<file path="src/verilog/tim_pkg.sv">
package tim_pkg;

  // bus geometry
  localparam int addr_bits = 32;
  localparam int data_bits = 32;
  localparam int byte_bits = 8;
  localparam int strb_bits = data_bits / byte_bits;
  localparam int offset_bits = $clog2(strb_bits);  // byte offset inside a word

  // tim geometry
  localparam int tim_depth = 256;  // words per bank
  localparam int tim_width = 4;  // number of banks
  localparam int row_bits = $clog2(tim_depth);
  localparam int bank_bits = $clog2(tim_width);

  // byte address on the bus
  typedef logic [addr_bits-1:0] addr_t;

  // data word
  typedef logic [data_bits-1:0] data_t;

  // byte write strobes, zero means read
  typedef logic [strb_bits-1:0] strb_t;

  // word index inside a bank
  typedef logic [row_bits-1:0] row_t;

  // bank select
  typedef logic [bank_bits-1:0] bank_t;

  // master whose response is in flight
  typedef enum logic [1:0] {
    owner_none,
    owner_a,
    owner_b
  } owner_t;

endpackage

</file>
<file path="src/verilog/tim_ctrl.sv">
`timescale 1ns/100ps

module tim_ctrl (
  input  logic                          clock,
  input  logic                          reset,
  input  logic                          m_valid,
  input  tim_pkg::addr_t                m_addr,
  input  tim_pkg::data_t                m_wdata,
  input  tim_pkg::strb_t                m_strb,
  output logic                          m_ready,
  output tim_pkg::data_t                m_rdata,
  output logic [tim_pkg::tim_width-1:0] bank_en,
  output tim_pkg::row_t                 bank_row,
  output tim_pkg::strb_t                bank_strb,
  output tim_pkg::data_t                bank_wdata,
  input  tim_pkg::data_t                bank_rdata [tim_pkg::tim_width]
);

  import tim_pkg::*;

  bank_t sel_bank;
  row_t  sel_row;
  logic  resp_valid;  // request accepted last cycle
  bank_t resp_bank;  // bank that holds its read data

  // low word bits pick the bank, so consecutive words interleave
  assign sel_bank = m_addr[offset_bits +: bank_bits];
  assign sel_row  = m_addr[offset_bits+bank_bits +: row_bits];  // upper bits wrap

  always_comb begin
    bank_en           = '0;
    bank_en[sel_bank] = m_valid;  // only the addressed bank acts
  end

  // shared by all banks
  assign bank_row   = sel_row;
  assign bank_strb  = m_strb;
  assign bank_wdata = m_wdata;

  always_ff @(posedge clock) begin
    if (reset == 1'b0) begin
      resp_valid <= 1'b0;
      resp_bank  <= '0;
    end else begin
      resp_valid <= m_valid;
      if (m_valid) begin
        resp_bank <= sel_bank;
      end
    end
  end

  assign m_ready = resp_valid;
  assign m_rdata = bank_rdata[resp_bank];  // idle banks output zero anyway

endmodule

</file>
<file path="config.mk">
export PLATFORM = sky130hd
export DESIGN_NAME = tim_ctrl
export DESIGN_NICKNAME = d
export VERILOG_FILES = /design/src/verilog/tim_pkg.sv /design/src/verilog/tim_ctrl.sv
export SDC_FILE = /design/constraint.sdc
export NUM_CORES = 1
export LEC_CHECK = 0
export ABC_AREA = 1
export BUFFER_PORTS_ARGS = -buffer_cell sky130_fd_sc_hd__buf_2
export CAP_MARGIN = 15
export CORE_AREA = 3 3 108 110
export DETAILED_ROUTE_END_ITERATION = 6
export DIE_AREA = 0 0 111 113
export SYNTH_ARGS = -nofsm -noshare
export SYNTH_HDL_FRONTEND = slang
export SYNTH_SLANG_ARGS = --single-unit
</file>
<file path="constraint.sdc">
create_clock -name clock -period 1.1 [get_ports clock]
set_input_delay 0.055 -clock clock [delete_from_list [all_inputs] [get_ports clock]]
set_output_delay 0.055 -clock clock [all_outputs]
set_load 0.01 [all_outputs]
</file>
# Word level (Yosys, flattened, before mapping)
# Index checks and enable logic that the tools add are counted.
# classes
order_cmp	3
n_mux	5
bitwise_logic	2
reduce_logical	1
# ops
op	count
$bmux 32 s2	1
$mux 32	2
$and 4x4->4	1
$ge 3x3->1 const B	1
$lt 2x3->1 const B	1
$not 2->3	1
$demux 1 s2	1
$ge 2x1->1 const B	1
$logic_and 1x1->1	1
$mux 1	1
# totals
register_bits	3
in_bits	199
output_inout_bits	81
word_cells	13

# Logic depth before layout (Yosys ltp)
# depth
ltp_word	5
ltp_mapped	5
ltp_nobuf	4

# Worst setup path after synthesis
# Ideal clock, no wire load.
# synth_path
path_type	register to output
from	register resp_bank[0]
to	output m_rdata[0]
arrival_ns	0.841
required_ns	1.045
path_slack_ns	0.204
stages_incl_launch_ff	6
path_buffers	2
path_cell_list	dfxtp_1 -> buf_4 -> buf_6 -> nand2_1 -> nand3_1 -> nand2_1
# synth_between
elab_chain_cells	4
# synth_lines
item	line	rtl
start: declaration	tim_ctrl.sv:24	bank_t resp_bank;
start signal: assignment	tim_ctrl.sv:47	resp_bank <= sel_bank;
$not 2->3 (implied by the code)	tim_ctrl.sv:53	assign m_rdata = bank_rdata[resp_bank];
$bmux 32 s2	tim_ctrl.sv:53	
$mux 32 (implied by the code) (2 in series)	tim_ctrl.sv:53	
end: declaration	tim_ctrl.sv:11	output tim_pkg::data_t m_rdata,
# Every way passes these cells. The select of a mux whose other input is x is not followed.

# Final worst setup path
# layout_path
from	register resp_bank[0]
to	output m_rdata[11]
# Same word-level chain as after synthesis.

==> flow_summary.yaml <==
worst_setup_path:
  cp_max_fo: 8
  crit_path_frequent_cell: "nand2_1"
  cpLargestDelayFamily: "flip-flops"
  critPathRequiredTime_ns: 1.04
  critPathMaxStageDelay_ns: 0.41
  worst-setup-path-type: "reg -> out"
  crit_slowest_cell: "dfxtp_4"
  worstPathArrival_ns: 1.20
  endpoint_kind: "output pin"
  path_cells: "inv_8 -> clkbuf_16 -> nand2_1 -> nand3_1 -> nand2_1 -> buf_2"
  worst-path-buf-inv: 3
  startpoint_type: "flip-flop"
status:
  violations: "setup timing"
  status: "complete, but fails checks"
worst_hold_path:
  hold_class: "in -> reg"
synth:
  yosys_warnings: 0
  synth_area_leaders: "nand2_1 31%, inv_1 25%, buf_4 17%"
  yosysSeqAreaShare_pct: 3.01
  yosys.area.top_type: "nand2_1"
  yosysUniqueCellTypes: 12
  syn_area_mm2: 0.00200
  synth_top_area_share_pct: 30.6
  netlist_instances: 436
  synth_seq_cells: 3
  synth_nets: 635
  syn-mean-instance-area_um2: 4.58
route:
  drt_iter0_drc: 124
  ant_nets: 0
  wl_per_cell_um: 10.6
  num_vias: 2651
  routed_wl_um: 7370
  drc: 0
  drtPass1Iterations: 4
  avgViaCountPerCell: 3.80
timing:
  fin_skew_ns: 0
  post-route-period-util_pct: 114
  hold_ws_ns: 0.0534
  max_freq_ghz: 0.797
  hold_viol: 0
  slew_headroom_pct: 89.0
  rsz0062_at_grt: "yes"
  tightest_slew_ns: 0.165
  fin_crit_ns: 1.25
  slew_violations: 0
  setup_viol: 32
  worst_slack_ns: -0.155
clocking:
  clock-sinks: 3
  post_cts_buffers: 0
  htreeDepth: 1
  cts_made_buffers: 3
  clk_pin_slew_ns: 0.04
  cts_tree: "built"
  clkLatencyLatePin_ns: 0.21
  cts_hold_buf: 0
  cts.path.max_buffers: 2
  cts.root.buffer_cell: "clkbuf_8"
layout:
  layout_common_cells: "168 x buf_2, 159 x nand2_1, 131 x inv_1"
  n_fill_cell: 1289
  final_area_mm2: 0.00289
  stdcell_count: 697
  final_common_cell: "buf_2"
  final_util_pct: 26.8
  area_delta_synth_final_pct: 44.7
  drive_above_1_share_pct: 35.9
  layout.nets: 757
  antenna_cells: 0
die:
  initial_core_util_pct: 18.5
  chipWidth_um: 111
  boundaryPins: 280
  coreArea_mm2: 0.0108
  rows: 38
  chipHeight_um: 113
  dieArea_mm2: 0.0125
grt:
  grt-ovfl-total: 0
  grt_pass1_vias: 2443
  grt_max_degree: 35
  grt_pass1_wl_um: 11500
  grt.total_usage_pct: 11.0
  antenna_found_initial: 0
place:
  dpl-instance-area_mm2: 0.00270
  finalWeightedCongestion: 0.788
  io_buffers: 169
  dpl.hpwl_um: 5640
  dp_cells: 690
pwr:
  leakage_nw: 2.12
  vdd_drop_max_uv: 252
  power_density_mw_per_mm2: 534
job:
  maxCapViolations: 0
## what timing repair did
action                     4_1_cts  5_1_grt
gates resized for setup         17        3
pin swaps                        1        1
setup endpoints to repair       32       32
gates cloned                     2        1
## per-layer routing
metal | part of all wire [%] | up-vias | global-route usage (%)
met3 | 7.4 | 22 | 2.19
met2 | 49 | 98 | 20.3
met5 | 0 | - | 0
met4 | 2.7 | 0 | 3.78
met1 | 40 | 1109 | 12.7
li1 | - | 1422 | -
## area by class of cell
cell class,instances,area [um^2],share of cell area (%)
Tap cell,140,175,6.06
Inverter,133,507,17.5
Multi-Input combinational cell,236,1020,35.3
Timing Repair Buffer,181,1080,37.3
Sequential cell,3,65.1,2.25
Clock buffer,4,45.0,1.56
## report_power, final
group	switching [mW]	leakage [nW]	internal, mW
combinational	0.564	2.07	0.530
clock	0.0750	0.0228	0.247
sequential	0.0115	0.0259	0.116
## cell usage after synthesis
cell type and n:
or2_2 1, a21boi_0 1, o21ai_0 1, inv_2 2, inv_1 131, nand2_1 163
buf_4 45, buf_2 14, buf_6 5, nor2_1 6, dfxtp_1 3, nand3_1 64
## cell families (layout without fill, tap and decap cells)
logic type      after synthesis  count (layout)  synth area share, %
compound gates                2               2                0.626
simple gates                234             234                 48.1
flops                         3               3                 3.01
buf+inv                     197             318                 48.2
## tightest hold or removal path: stages
cell and delay, ns:
buf_2 0.10, nand2_1 0.05, inv_1 0.04
## metrics by stage
step           worst slack, ns  total power [mW]  TNS (ns)
6_report                -0.155              1.54     -4.20
2_1_floorplan            0.204             0.833         0
3_3_place_gp            0.0297              1.16         0
4_1_cts                 -0.168              1.56     -4.57
5_1_grt                 -0.248              1.73     -6.76
3_5_place_dp           0.00789              1.16         0
## sequential cells by signal, indices dropped and copies added (netlist names)
| register | flops |
|---|---|
| m_ready | 1 |
| resp_bank | 2 |
## path summary, 6_finish.rpt
| path | from | end | slack, ns | cells after the start |
|---|---|---|---|---|
| hold reg to reg | resp_bank[1] | resp_bank[1] | 0.71 | 3 |
| hold / removal | reset | m_ready | 0.05 | 3 |
| setup / recovery | resp_bank[0] | m_rdata[11] | -0.15 | 6 |
| setup reg to reg | resp_bank[0] | resp_bank[0] | 0.18 | 3 |
(Power assumes the default switching activity.)
