$ cat config.mk
export PLATFORM = sky130hd
export DESIGN_NAME = mem_arbiter
export DESIGN_NICKNAME = d
export VERILOG_FILES = /design/src/verilog/tim_pkg.sv /design/src/verilog/mem_arbiter.sv
export SDC_FILE = /design/constraint.sdc
export NUM_CORES = 1
export LEC_CHECK = 0
export ABC_AREA = 1
export CAP_MARGIN = 15
export CORE_AREA = 2 2 118 120
export DETAILED_ROUTE_END_ITERATION = 10
export DIE_AREA = 0 0 120 122
export DONT_BUFFER_PORTS = 1
export SLEW_MARGIN = 20
export SYNTH_ARGS = -nofsm -noshare
export SYNTH_HDL_FRONTEND = slang
export SYNTH_SLANG_ARGS = --single-unit
$ cat constraint.sdc
create_clock -name clock -period 1.46 [get_ports clock]
set_input_delay 0.073 -clock clock [delete_from_list [all_inputs] [get_ports clock]]
set_output_delay 0.073 -clock clock [all_outputs]
set_load 0.05 [all_outputs]
$ cat src/verilog/tim_pkg.sv
package tim_pkg;

  // bus geometry
  localparam int addr_bits = 32;
  localparam int data_bits = 32;
  localparam int byte_bits = 8;
  localparam int strb_bits = data_bits / byte_bits;
  localparam int offset_bits = $clog2(strb_bits);  // byte offset inside a word

  // tim geometry
  localparam int tim_depth = 256;  // words per bank
  localparam int tim_width = 4;  // number of banks
  localparam int row_bits = $clog2(tim_depth);
  localparam int bank_bits = $clog2(tim_width);

  // byte address on the bus
  typedef logic [addr_bits-1:0] addr_t;

  // data word
  typedef logic [data_bits-1:0] data_t;

  // byte write strobes, zero means read
  typedef logic [strb_bits-1:0] strb_t;

  // word index inside a bank
  typedef logic [row_bits-1:0] row_t;

  // bank select
  typedef logic [bank_bits-1:0] bank_t;

  // master whose response is in flight
  typedef enum logic [1:0] {
    owner_none,
    owner_a,
    owner_b
  } owner_t;

endpackage

$ cat src/verilog/mem_arbiter.sv
`timescale 1ns/100ps

module mem_arbiter (
  input  logic           clock,
  input  logic           reset,
  input  logic           a_valid,
  input  tim_pkg::addr_t a_addr,
  input  tim_pkg::data_t a_wdata,
  input  tim_pkg::strb_t a_strb,
  output logic           a_ready,
  output tim_pkg::data_t a_rdata,
  input  logic           b_valid,
  input  tim_pkg::addr_t b_addr,
  input  tim_pkg::data_t b_wdata,
  input  tim_pkg::strb_t b_strb,
  output logic           b_ready,
  output tim_pkg::data_t b_rdata,
  output logic           m_valid,
  output tim_pkg::addr_t m_addr,
  output tim_pkg::data_t m_wdata,
  output tim_pkg::strb_t m_strb,
  input  logic           m_ready,
  input  tim_pkg::data_t m_rdata
);

  import tim_pkg::*;

  owner_t owner;  // granted last cycle, response due now
  owner_t owner_next;
  logic   last_b;  // b won the latest grant
  logic   a_elig;
  logic   b_elig;
  logic   grant_a;
  logic   grant_b;

  // a master whose answer arrives this cycle still shows its old request
  assign a_elig = a_valid && (owner != owner_a);
  assign b_elig = b_valid && (owner != owner_b);

  // round robin, the side not granted last takes a tie
  assign grant_a = a_elig && (!b_elig || last_b);
  assign grant_b = b_elig && (!a_elig || !last_b);

  always_comb begin
    m_valid    = grant_a || grant_b;
    m_addr     = grant_b ? b_addr : a_addr;
    m_wdata    = grant_b ? b_wdata : a_wdata;
    m_strb     = grant_b ? b_strb : a_strb;
    owner_next = owner_none;
    if (grant_a) begin
      owner_next = owner_a;
    end else if (grant_b) begin
      owner_next = owner_b;
    end
  end

  always_ff @(posedge clock) begin
    if (reset == 1'b0) begin
      owner  <= owner_none;
      last_b <= 1'b0;
    end else begin
      owner <= owner_next;
      if (m_valid) begin
        last_b <= grant_b;
      end
    end
  end

  // response goes back to the owner only
  assign a_ready = m_ready && (owner == owner_a);
  assign a_rdata = (owner == owner_a) ? m_rdata : '0;
  assign b_ready = m_ready && (owner == owner_b);
  assign b_rdata = (owner == owner_b) ? m_rdata : '0;

endmodule

* Word level (Yosys, flattened, before mapping)
Index checks and enable logic that the tools add are counted.
** Cells by class
- Bitwise gates (word level) :: 1
- Muxes and demuxes :: 7
- Reduce and logical (&&, ||, !) cells :: 13
- Equality and inequality tests :: 4
** Operators by type and width (count)
- two-way mux 32 bit :: 4
- logical AND 1 bit :: 6
- two-way mux 4 bit :: 1
- zero test 1 bit :: 3
- logical OR 1 bit :: 3
- == test 2 x 1 -> 1 bit, second input constant :: 1
- == test 2 bit, second input constant :: 1
- two-way mux 2 bit :: 1
- != test 2 x 1 -> 1 bit, second input constant :: 1
- != test 2 bit, second input constant :: 1
- OR reduction 2 bit :: 1
- two-way mux 1 bit :: 1
- inverter 1 bit :: 1
** Storage, ports and cells
- Input port bits :: 173
- Word-level logic and storage cells :: 28
- Register bits :: 3

* Longest topological paths before layout
Gate-level depths: netlist (run 1).
- Depth in word-level cells :: 7
- Mapped depth :: 8

* Worst setup path after synthesis (run 1)
No wires, ideal clock.
- Path kind :: reg2out
- From :: reg owner[1]
- To :: out b_rdata[0]
- Required time :: 1.387 ns
- Stages on the path, launching flop included :: 4
- Arrival time :: 1.415 ns
- Buffers on the path :: 1
- Slack :: -0.028 ns
- Cells stage by stage :: dfxtp_1 > nand2_1 > clkbuf_1 > nor2_1
** Between the ends
- Cells in the longest elaborated chain, start to end :: 2
** RTL lines
- start, declared :: RTL line mem_arbiter.sv:28 : owner_t owner;
- start signal, assigned :: RTL line mem_arbiter.sv:59 : owner <= owner_none;
- start signal, assigned :: RTL line mem_arbiter.sv:62 : owner <= owner_next;
- == test 2 bit :: RTL line mem_arbiter.sv:73 : assign b_rdata = (owner == owner_b) ? m_rdata : '0;
- two-way mux 32 bit :: RTL line mem_arbiter.sv:73
- end, declared :: RTL line mem_arbiter.sv:17 : output tim_pkg::data_t b_rdata,
No other way between the ends.

* Worst setup path in the final report (run 1)
- From :: reg owner[1]
- To :: out m_wdata[2]
** Between the ends
- Cells in the longest elaborated chain, start to end :: 6
- Elaborated cells on any way between the ends :: 8
- Classes of those cells :: eq/ne (2); mux (1); reduce/logical (5)
** RTL lines
- != test 2 x 1 -> 1 bit :: RTL line mem_arbiter.sv:37 : assign a_elig = a_valid && (owner != owner_a);
- logical AND 1 bit :: RTL line mem_arbiter.sv:37
- zero test 1 bit :: RTL line mem_arbiter.sv:42 : assign grant_b = b_elig && (!a_elig || !last_b);
- logical OR 1 bit :: RTL line mem_arbiter.sv:42
- logical AND 1 bit (*) :: RTL line mem_arbiter.sv:42
- two-way mux 32 bit (*) :: RTL line mem_arbiter.sv:47 : m_wdata = grant_b ? b_wdata : a_wdata;
- end, declared :: RTL line mem_arbiter.sv:20 : output tim_pkg::data_t m_wdata,
Mark *: on every way between the ends. The rest lies on a longest branch, timed or not.

==> metrics, run 1 <==
status finished, violations left; failing checks setup timing; unrepaired setup endpoints after global routing true; clk root buf clkbuf_16; Clock Sinks 3; Mapped Avg Cell Area ~4.3 sq um; starting DRC count in detailed routing 73; Final Hold Viols 0; Buf/Inv on CP 4; vias post-DR around 2800; CTS clk-pin slew, worst paths approximately 30 ps; vias in the first global route 2428; Netlist cell types 15; fill count around 1400; count leader, synth nand2_1; Max Cap Viol 0; Hold Path Class in2reg; Yosys reg bits 3; H-tree lvl count 1; die area 14600 sq um; Ys Warns 0; DIE WIDTH around 120 um; Synth Net Count 525; Die Height about 120 um; Netlist Area Pre-Place 1510 sq um; Core Util, Final ~32%; Routed Antenna Nets 0; fin worst setup slack -208 ps; Synth Flop Type dfxtp_1; P per Cell Area between 700 and 800 nW/um^2; Slew headroom between 70% and 80%; # placed instances 639; CTS tree yes; register area between 60 and 70 sq um; Tot Pwr 3.43 mW; nets ~650; Pre-antenna DRT Iters 4; total CTS buffers 3; CP Data Required Time 1390 ps; Crit-path slowest cell dfxtp_2; CP Capture Type primary output; # IOs slightly above 300; number of antenna diodes 0; Setup TNS -11400 ps; asr flop ratio synth 0%; first-pass GRT wire length about 14000 um; Max stage delay on crit path around 320 ps; Fin Hold WS between 15 and 20 ps; CP arrival 1590 ps; Yosys top cell area share between 30% and 40%; DP Wirelength between 8000 and 9000 um; most instantiated cells after synthesis nand2_1 (142), nand3_1 (69), nor2_1 (68); Port Buf Inserts 0; initial antenna violation count 0; Initial Utilization 11.2%; clk_skew ~4.1 ps; min Tclk post-route about 1700 ps; period utilization 114%; area occupied by multi-input gates between 1500 and 2000 sq um; Worst path depth 8; Crit Path Category reg2out; Non-Filler Instances 652; worst slew pin tran 409 ps; cells along the critical path buf_6, a21boi_4, nand2_4, buf_12, clkbuf_16, nand2_1, nand2_2, buf_12; Post-Syn Instances ~350; drt wl/cell about 18 um; ranking of synthesized cells by area nand2_1 (35%), nand3_1 (23%), nor2_1 (17%); startpoint types register; Layout area overhead 186%; row cnt 43; sequential fraction of the synthesis area 3.97%; share of layout cells above drive strength 1 between 60% and 70%; Final setup viols between 60 and 70; cell taking the most area after synthesis nand2_1; FF-to-FF path depth 6; f_max 600 MHz; routed wire length between 10000 and 15000 um; CP dominant cell by count buf_12; DR vias/cell 4.23; Clk Latency, worst-skew pair between 200 and 250 ps; Hold Path Stages 2; Max VDD drop 414 uV; Worst Path Max Fanout 8; Post-synth EDFFs 0; Slew Viols, Final 0; Final Wtd Congestion roughly 0.86; GRT Resource Usage Total 13.0%; CP top delay family buffers and inverters; maximum buffer depth of the clock tree 2; Placeable Area ~14000 sq um; Leakage around 2.2 nW; number of remaining DRC errors 0; gr ovfl total 0; pin count of the biggest net entering global routing between 50 and 60
metrics by stage:
step	setup slack, ps	area [sq um]
6_report	-208	4330
5_1_grt	-279	4330
4_1_cts	-195	3930
3_5_place_dp	-93.5	3400
3_3_place_gp	-82.0	3400
2_1_floorplan	-27.5	1560
final timing paths:
check	to	slack, ps	from
hold reg to reg	owner[0]	540	last_b
setup reg to reg	owner[1]	250	owner[1]
hold / removal	owner[0]	20	reset
setup / recovery	m_wdata[2]	-210	owner[1]
flip-flops by register name, summed over array words and instances (netlist names):
name,cells
last_b,1
owner,2
metal layers:
metal	vias to the layer above	part of all wire [%]	global-route usage, %
met3	14	11	4.78
met5	-	0	0
li1	1307	-	-
met4	0	1.7	2.28
met1	1229	34	13.5
met2	207	53	25.3
worst reg2reg max path: cells and delay by family (launching register included):
kind,cells,cell delay (ps)
compound gates,1,210
simple gates,2,180
flops,1,320
buf+inv,3,440
cell usage in the layout, fill, tap and decap left out, types with 10 or more instances in the layout:
cell,n
inv_1,36
nand3_2,16
nand2_2,82
nand2_1,32
nand2_4,20
nor2_1,68
buf_12,62
buf_4,68
nand2_8,10
nand3_1,48
logic make-up (layout without fill, tap and decap cells):
group           Yosys count  count (layout)  share of synthesized area, %
simple gates            282             282                          76.7
buf+inv                  65             185                          17.8
flops                     3               3                          3.97
compound gates            2               2                          1.57
layout make-up:
cell class	instances	area share (%)
sequential	3	1.45
multi-input combinational	284	42.6
clock buffer	4	1.82
tap	180	5.21
timing repair buffer	143	45.6
inverter	38	3.30
what timing repair did:
| action | CTS | global route |
|---|---|---|
| hold endpoints to repair | 2 | 0 |
| gates cloned | 2 | 4 |
| buffers inserted | 2 | 1 |
| resized for setup | 101 | 77 |
| hold buffers | 1 | 0 |
| pin swaps | 5 | 26 |
| setup endpoints to repair | 68 | 70 |
report_power, final:
part	internal (mW)	switching, mW	total, mW
Combinational	1.12	1.77	2.89
Sequential	0.0898	0.00675	0.0965
Clock	0.361	0.0809	0.442
Total	1.58	1.86	3.43
Note: power is estimated with default switching activity, not from simulation.
==> inputs of run 2 (changes only) <==
--- a/config.mk
+++ b/config.mk
@@ -11,6 +11,7 @@
 export DETAILED_ROUTE_END_ITERATION = 10
 export DIE_AREA = 0 0 120 122
 export DONT_BUFFER_PORTS = 1
+export SETUP_SLACK_MARGIN = 0.05
 export SLEW_MARGIN = 20
 export SYNTH_ARGS = -nofsm -noshare
 export SYNTH_HDL_FRONTEND = slang
==> run 2 against run 1 <==
Effect of this change:
- non-clock buffer count shrank 12
- combinational power shrank 2%
- the flow still finishes with violations (setup timing)
- routed wire length grew 8.5%
- critical path type unchanged
- critical endpoint is now m_addr[28]
- total power shrank 2.0%
- flip-flop and latch count is the same
- global-route usage grew 0.78 points
- final area shrank 3.0%
- clock skew shrank 2.0 ps
==> metrics, run 2 (synthesis gave the netlist of run 1 again) <==
status finished, violations left; failing checks setup timing; CP Capture Type primary output; cells along the critical path inv_2, a21boi_4, buf_12, buf_12, clkbuf_16, nand3_1, nand2_2, buf_12; most common cell after layout, fill and taps aside nor2_1; number of antenna diodes 0; Fin Hold WS between 100 and 150 ps; Core Util, Final between 30% and 40%; register area approximately 63 sq um; Non-Filler Instances about 640; CP Data Required Time about 1400 ps; Setup crit end m_addr[28]; CTS tree yes; first-pass GRT wire length roughly 15000 um; H-tree lvl count 1; CP dominant cell by count buf_12; Layout area overhead 177%; R2R Setup Slk about 270 ps; reg2reg end owner[1]; # placed instances 619; CTS clk-pin slew, worst paths 30 ps; pin count of the biggest net entering global routing between 40 and 50; clk_skew about 2.0 ps; vias post-DR approximately 2700; Slew headroom just over 80%; biggest regs owner: 2 flops, last_b: 1 flops; clk root buf clkbuf_16; total CTS buffers 3; Leakage 2.14 nW; die area 14600 sq um; Place WS -8.94 ps; share of layout cells above drive strength 1 ~55%; Initial Utilization ~11%; Crit Path Category reg2out; starting DRC count in detailed routing ~120; Post-DP Area between 3000 and 4000 sq um; routed wire length approximately 12000 um; Max Cap Viol 0; # IOs 308; startpoint types register; Clk Latency, worst-skew pair roughly 230 ps; Final Hold Viols 0; initial antenna violation count 0; period utilization 114%; worst r2r src owner[0]; Top reg by flops owner; vias in the first global route 2421; Routed Antenna Nets 0; commonest cells after routing, fill and taps aside nor2_1 (68), buf_4 (66), nand2_2 (55), nand3_1 (53), buf_12 (47); Clock Sinks 3; nets about 640; CP arrival around 1600 ps; row cnt 43; gr ovfl total 0; drt wl/cell 19.4 um; Worst Path Max Fanout 6; Max stage delay on crit path 350 ps; CP top delay family buffers and inverters; Hold Path Class in2reg; unrepaired setup endpoints after global routing true; Pre-antenna DRT Iters 4; FF-to-FF path depth 6; P per Cell Area 801 nW/um^2; maximum buffer depth of the clock tree 2; Buf/Inv on CP 5; Crit-path slowest cell dfxtp_2; worst slew pin tran about 270 ps; min Tclk post-route between 1500 and 2000 ps; DR vias/cell about 4.2; fin worst setup slack -201 ps; GRT Resource Usage Total 13.8%; Final Wtd Congestion just over 0.8; CP Launch Point owner[0]; DP Wirelength slightly above 8000 um; number of remaining DRC errors 0; Setup TNS -9760 ps; Max VDD drop between 300 and 400 uV; Final setup viols 68; Slew Viols, Final 0; min-delay src b_valid; Die Height about 120 um; DIE WIDTH around 120 um; Port Buf Inserts 0; Largest register FFs 2; fill count between 1000 and 1500; Placeable Area about 14000 sq um; f_max around 600 MHz; Worst path depth 8; area occupied by multi-input gates 1900 sq um; Finished Cell Area approximately 4200 sq um; Tot Pwr 3.36 mW
## run 2: changes by cell type in the layout (fill, tap and decap cells not counted), sizes merged
cell         previous run  this run
buf                   139       126
nand2                 144       145
dlygate4sd3             1         2
## run 2: area by class of cell
type / instances / area share (%)
Clock buffer: 4 / 1.88
Inverter: 38 / 3.40
Multi-Input combinational cell: 285 / 45.2
Sequential cell: 3 / 1.49
Tap cell: 180 / 5.37
Timing Repair Buffer: 131 / 42.7
## run 2: metal layers
metal	vias to the layer above	share of wire (%)	track usage (%)
li1	1291	-	-
met4	0	3.1	4.26
met5	-	0	0
met3	18	9.1	3.28
met2	200	52	27.1
met1	1202	36	14.5
## run 2: worst min path at each step
stage / to / slack (ps) / cells after the start
floorplan: owner[1] / 190 / 2
global placement: owner[1] / 190 / 2
detailed placement: owner[1] / 190 / 2
CTS: last_b / 110 / 4
global route: last_b / 160 / 4
finish: last_b / 130 / 4
## run 2: what timing repair did
| item | CTS | global route |
|---|---|---|
| resized for setup | 83 | 49 |
| hold buffers | 2 | 0 |
| pin swaps | 16 | 21 |
| buffers inserted | 3 | 0 |
| setup endpoints to repair | 102 | 102 |
| hold endpoints to repair | 3 | 0 |
| cloned | 6 | 7 |
## run 2: worst reg2reg max path, cell delays in order (launching register included)
cell and delay, ps:
dfxtp_2 350, inv_2 60, a21boi_4 180, buf_6 170, nand2_4 110, buf_16 180
nor2_1 80
## run 2: power by group
group / internal [mW] / total [mW] / switching, mW
sequential: 0.0898 / 0.0970 / 0.00724
clock: 0.361 / 0.445 / 0.0842
combinational: 1.02 / 2.82 / 1.80
total: 1.47 / 3.36 / 1.89
==> inputs of run 3 (changes only) <==
--- a/config.mk
+++ b/config.mk
@@ -11,6 +11,7 @@
 export DETAILED_ROUTE_END_ITERATION = 10
 export DIE_AREA = 0 0 120 122
 export DONT_BUFFER_PORTS = 1
+export GPL_TIMING_DRIVEN = 0
 export SETUP_SLACK_MARGIN = 0.05
 export SLEW_MARGIN = 20
 export SYNTH_ARGS = -nofsm -noshare
==> run 3 against run 2 <==
Effect of this change:
- critical path depth is 4 lower
- sequential share of layout area increased by 0.30 points
- total power shrank 13%
- the flow still finishes with violations (setup timing)
- critical path type unchanged
- combinational power decreased by 15%
- non-clock buffer count fell by 89
- routed wire length is 6.2% lower
- setup slack gained 7.9 ps
- die area did not move
- flip-flop and latch count is the same
==> metrics, run 3 (synthesis gave the netlist of run 1 again) <==
share of layout cells above drive strength 1 about three fifths; Clock Sinks 3; failing checks setup timing; period utilization 113%; Non-Filler Instances around 550; Hold Path Class in2reg; CP Capture Type primary output; GRT Resource Usage Total between 10 and 15%; Final Wtd Congestion 0.813; commonest cells after routing, fill and taps aside nand2_4 (66), nor2_4 (63), nand2_1 (53), nand3_1 (52), inv_1 (36); Max Cap Viol 0; total CTS buffers 3; clk root buf clkbuf_16; Port Buf Inserts 0; clk_skew between 1.5 and 2 ps; CP arrival between 1500 and 2000 ps; Largest register FFs 2; H-tree lvl count 1; Pre-antenna DRT Iters 4; Clk Latency, worst-skew pair 220 ps; min-delay src b_valid; biggest regs owner: 2 flops, last_b: 1 flops; DIE WIDTH roughly 120 um; Tot Pwr 2.92 mW; Hold Path Stages 4; Fin Hold WS around 120 ps; CTS tree yes; CTS clk-pin slew, worst paths around 30 ps; min Tclk post-route about 1700 ps; Routed Antenna Nets 0; fin worst setup slack -193 ps; most common cell after layout, fill and taps aside nand2_4; first-pass GRT wire length about 14000 um; Slew Viols, Final 0; worst r2r src owner[0]; Slew headroom 62.8%; CP Data Required Time between 1000 and 1500 ps; routed wire length between 10000 and 15000 um; status finished, violations left; Final Hold Viols 0; DR vias/cell approximately 4.5; unrepaired setup endpoints after global routing true; initial antenna violation count 0; Die Height ~120 um; number of remaining DRC errors 0; nets between 500 and 600; row cnt 43; # IOs ~300; Placeable Area about 14000 sq um; Final setup viols between 100 and 150; startpoint types register; Worst Path Max Fanout 10; Finished Cell Area approximately 3600 sq um; Initial Utilization between 10% and 20%; R2R Setup Slk 270 ps; P per Cell Area slightly above 800 nW/um^2; drt wl/cell 21.1 um; reg2reg end last_b; f_max just over 600 MHz; worst slew pin tran ~560 ps; Crit Path Category reg2out; DP Wirelength just over 9000 um; vias post-DR about 2500; starting DRC count in detailed routing slightly above 70; gr ovfl total 0; FF-to-FF path depth 6; Post-DP Area 1890 sq um; pin count of the biggest net entering global routing 11; Layout area overhead 140%; vias in the first global route 2245; maximum buffer depth of the clock tree 2; number of antenna diodes 0; die area between 10000 and 15000 sq um; # placed instances around 530; Top reg by flops owner; Hold EP last_b; Place WS -533 ps; Max VDD drop 287 uV; Leakage between 1.5 and 2 nW
-- run 3: cell count changes in the layout (fill, tap and decap cells not counted), sizes merged --
cell	previous run	this run
buf	126	34
clkbuf	7	10
-- run 3: worst max-delay path, cell delays in order, from the launching register on --
cell and delay (ps):
dfxtp_2 320, inv_2 70, nand2_1 280, buf_4 350, nor2_4 320
-- run 3: per-layer routing --
metal / vias up / wire length [um] / part of all wire, % / global-route usage (%)
met3: 16 / 1060 / 9.1 / 2.62
li1: 1118 / - / - / -
met1: 1155 / 3970 / 34 / 13.8
met2: 209 / 6380 / 55 / 27.9
met4: 0 / 265 / 2.3 / 3.01
met5: - / 0 / 0 / 0
-- run 3: what timing repair did --
action                                  in CTS  in global routing
gates cloned                                 1                  4
resized for setup                          221                159
hold buffers                                 2                  0
pin swaps                                   25                 46
setup buffers                                6                  5
hold endpoints to repair                     3                  0
endpoints found under the setup margin     137                132
-- run 3: how the worst max path moves through the flow --
stage / depth (start not counted) / to / from
detailed placement: 7 / m_addr[3] / owner[1]
global route: 8 / m_wdata[19] / owner[1]
CTS: 4 / b_ready / owner[0]
floorplan: 3 / b_rdata[0] / owner[1]
global placement: 7 / m_addr[3] / owner[1]
finish: 4 / b_rdata[25] / owner[0]
-- run 3: per-stage QoR --
stage,TNS [ps],util [%]
after floorplan,-825,-
after global placement,-35470,14.0
after detailed placement,-35770,14.0
after CTS,-24340,21.7
after global routing,-20280,26.9
final,-13330,26.9
-- run 3: report_power, final --
group          switching (mW)  internal, mW  total, mW
sequential            0.00684        0.0889     0.0958
combinational            1.84         0.559       2.39
clock                  0.0720         0.360      0.432
-- run 3: layout make-up --
cell class	count	area, sq um
inverter	38	143
multi-input combinational	285	2580
timing repair buffer	16	214
clock buffer	4	78.8
sequential	3	65.1
buffer	26	319
fill	1407	9880
tap	180	225
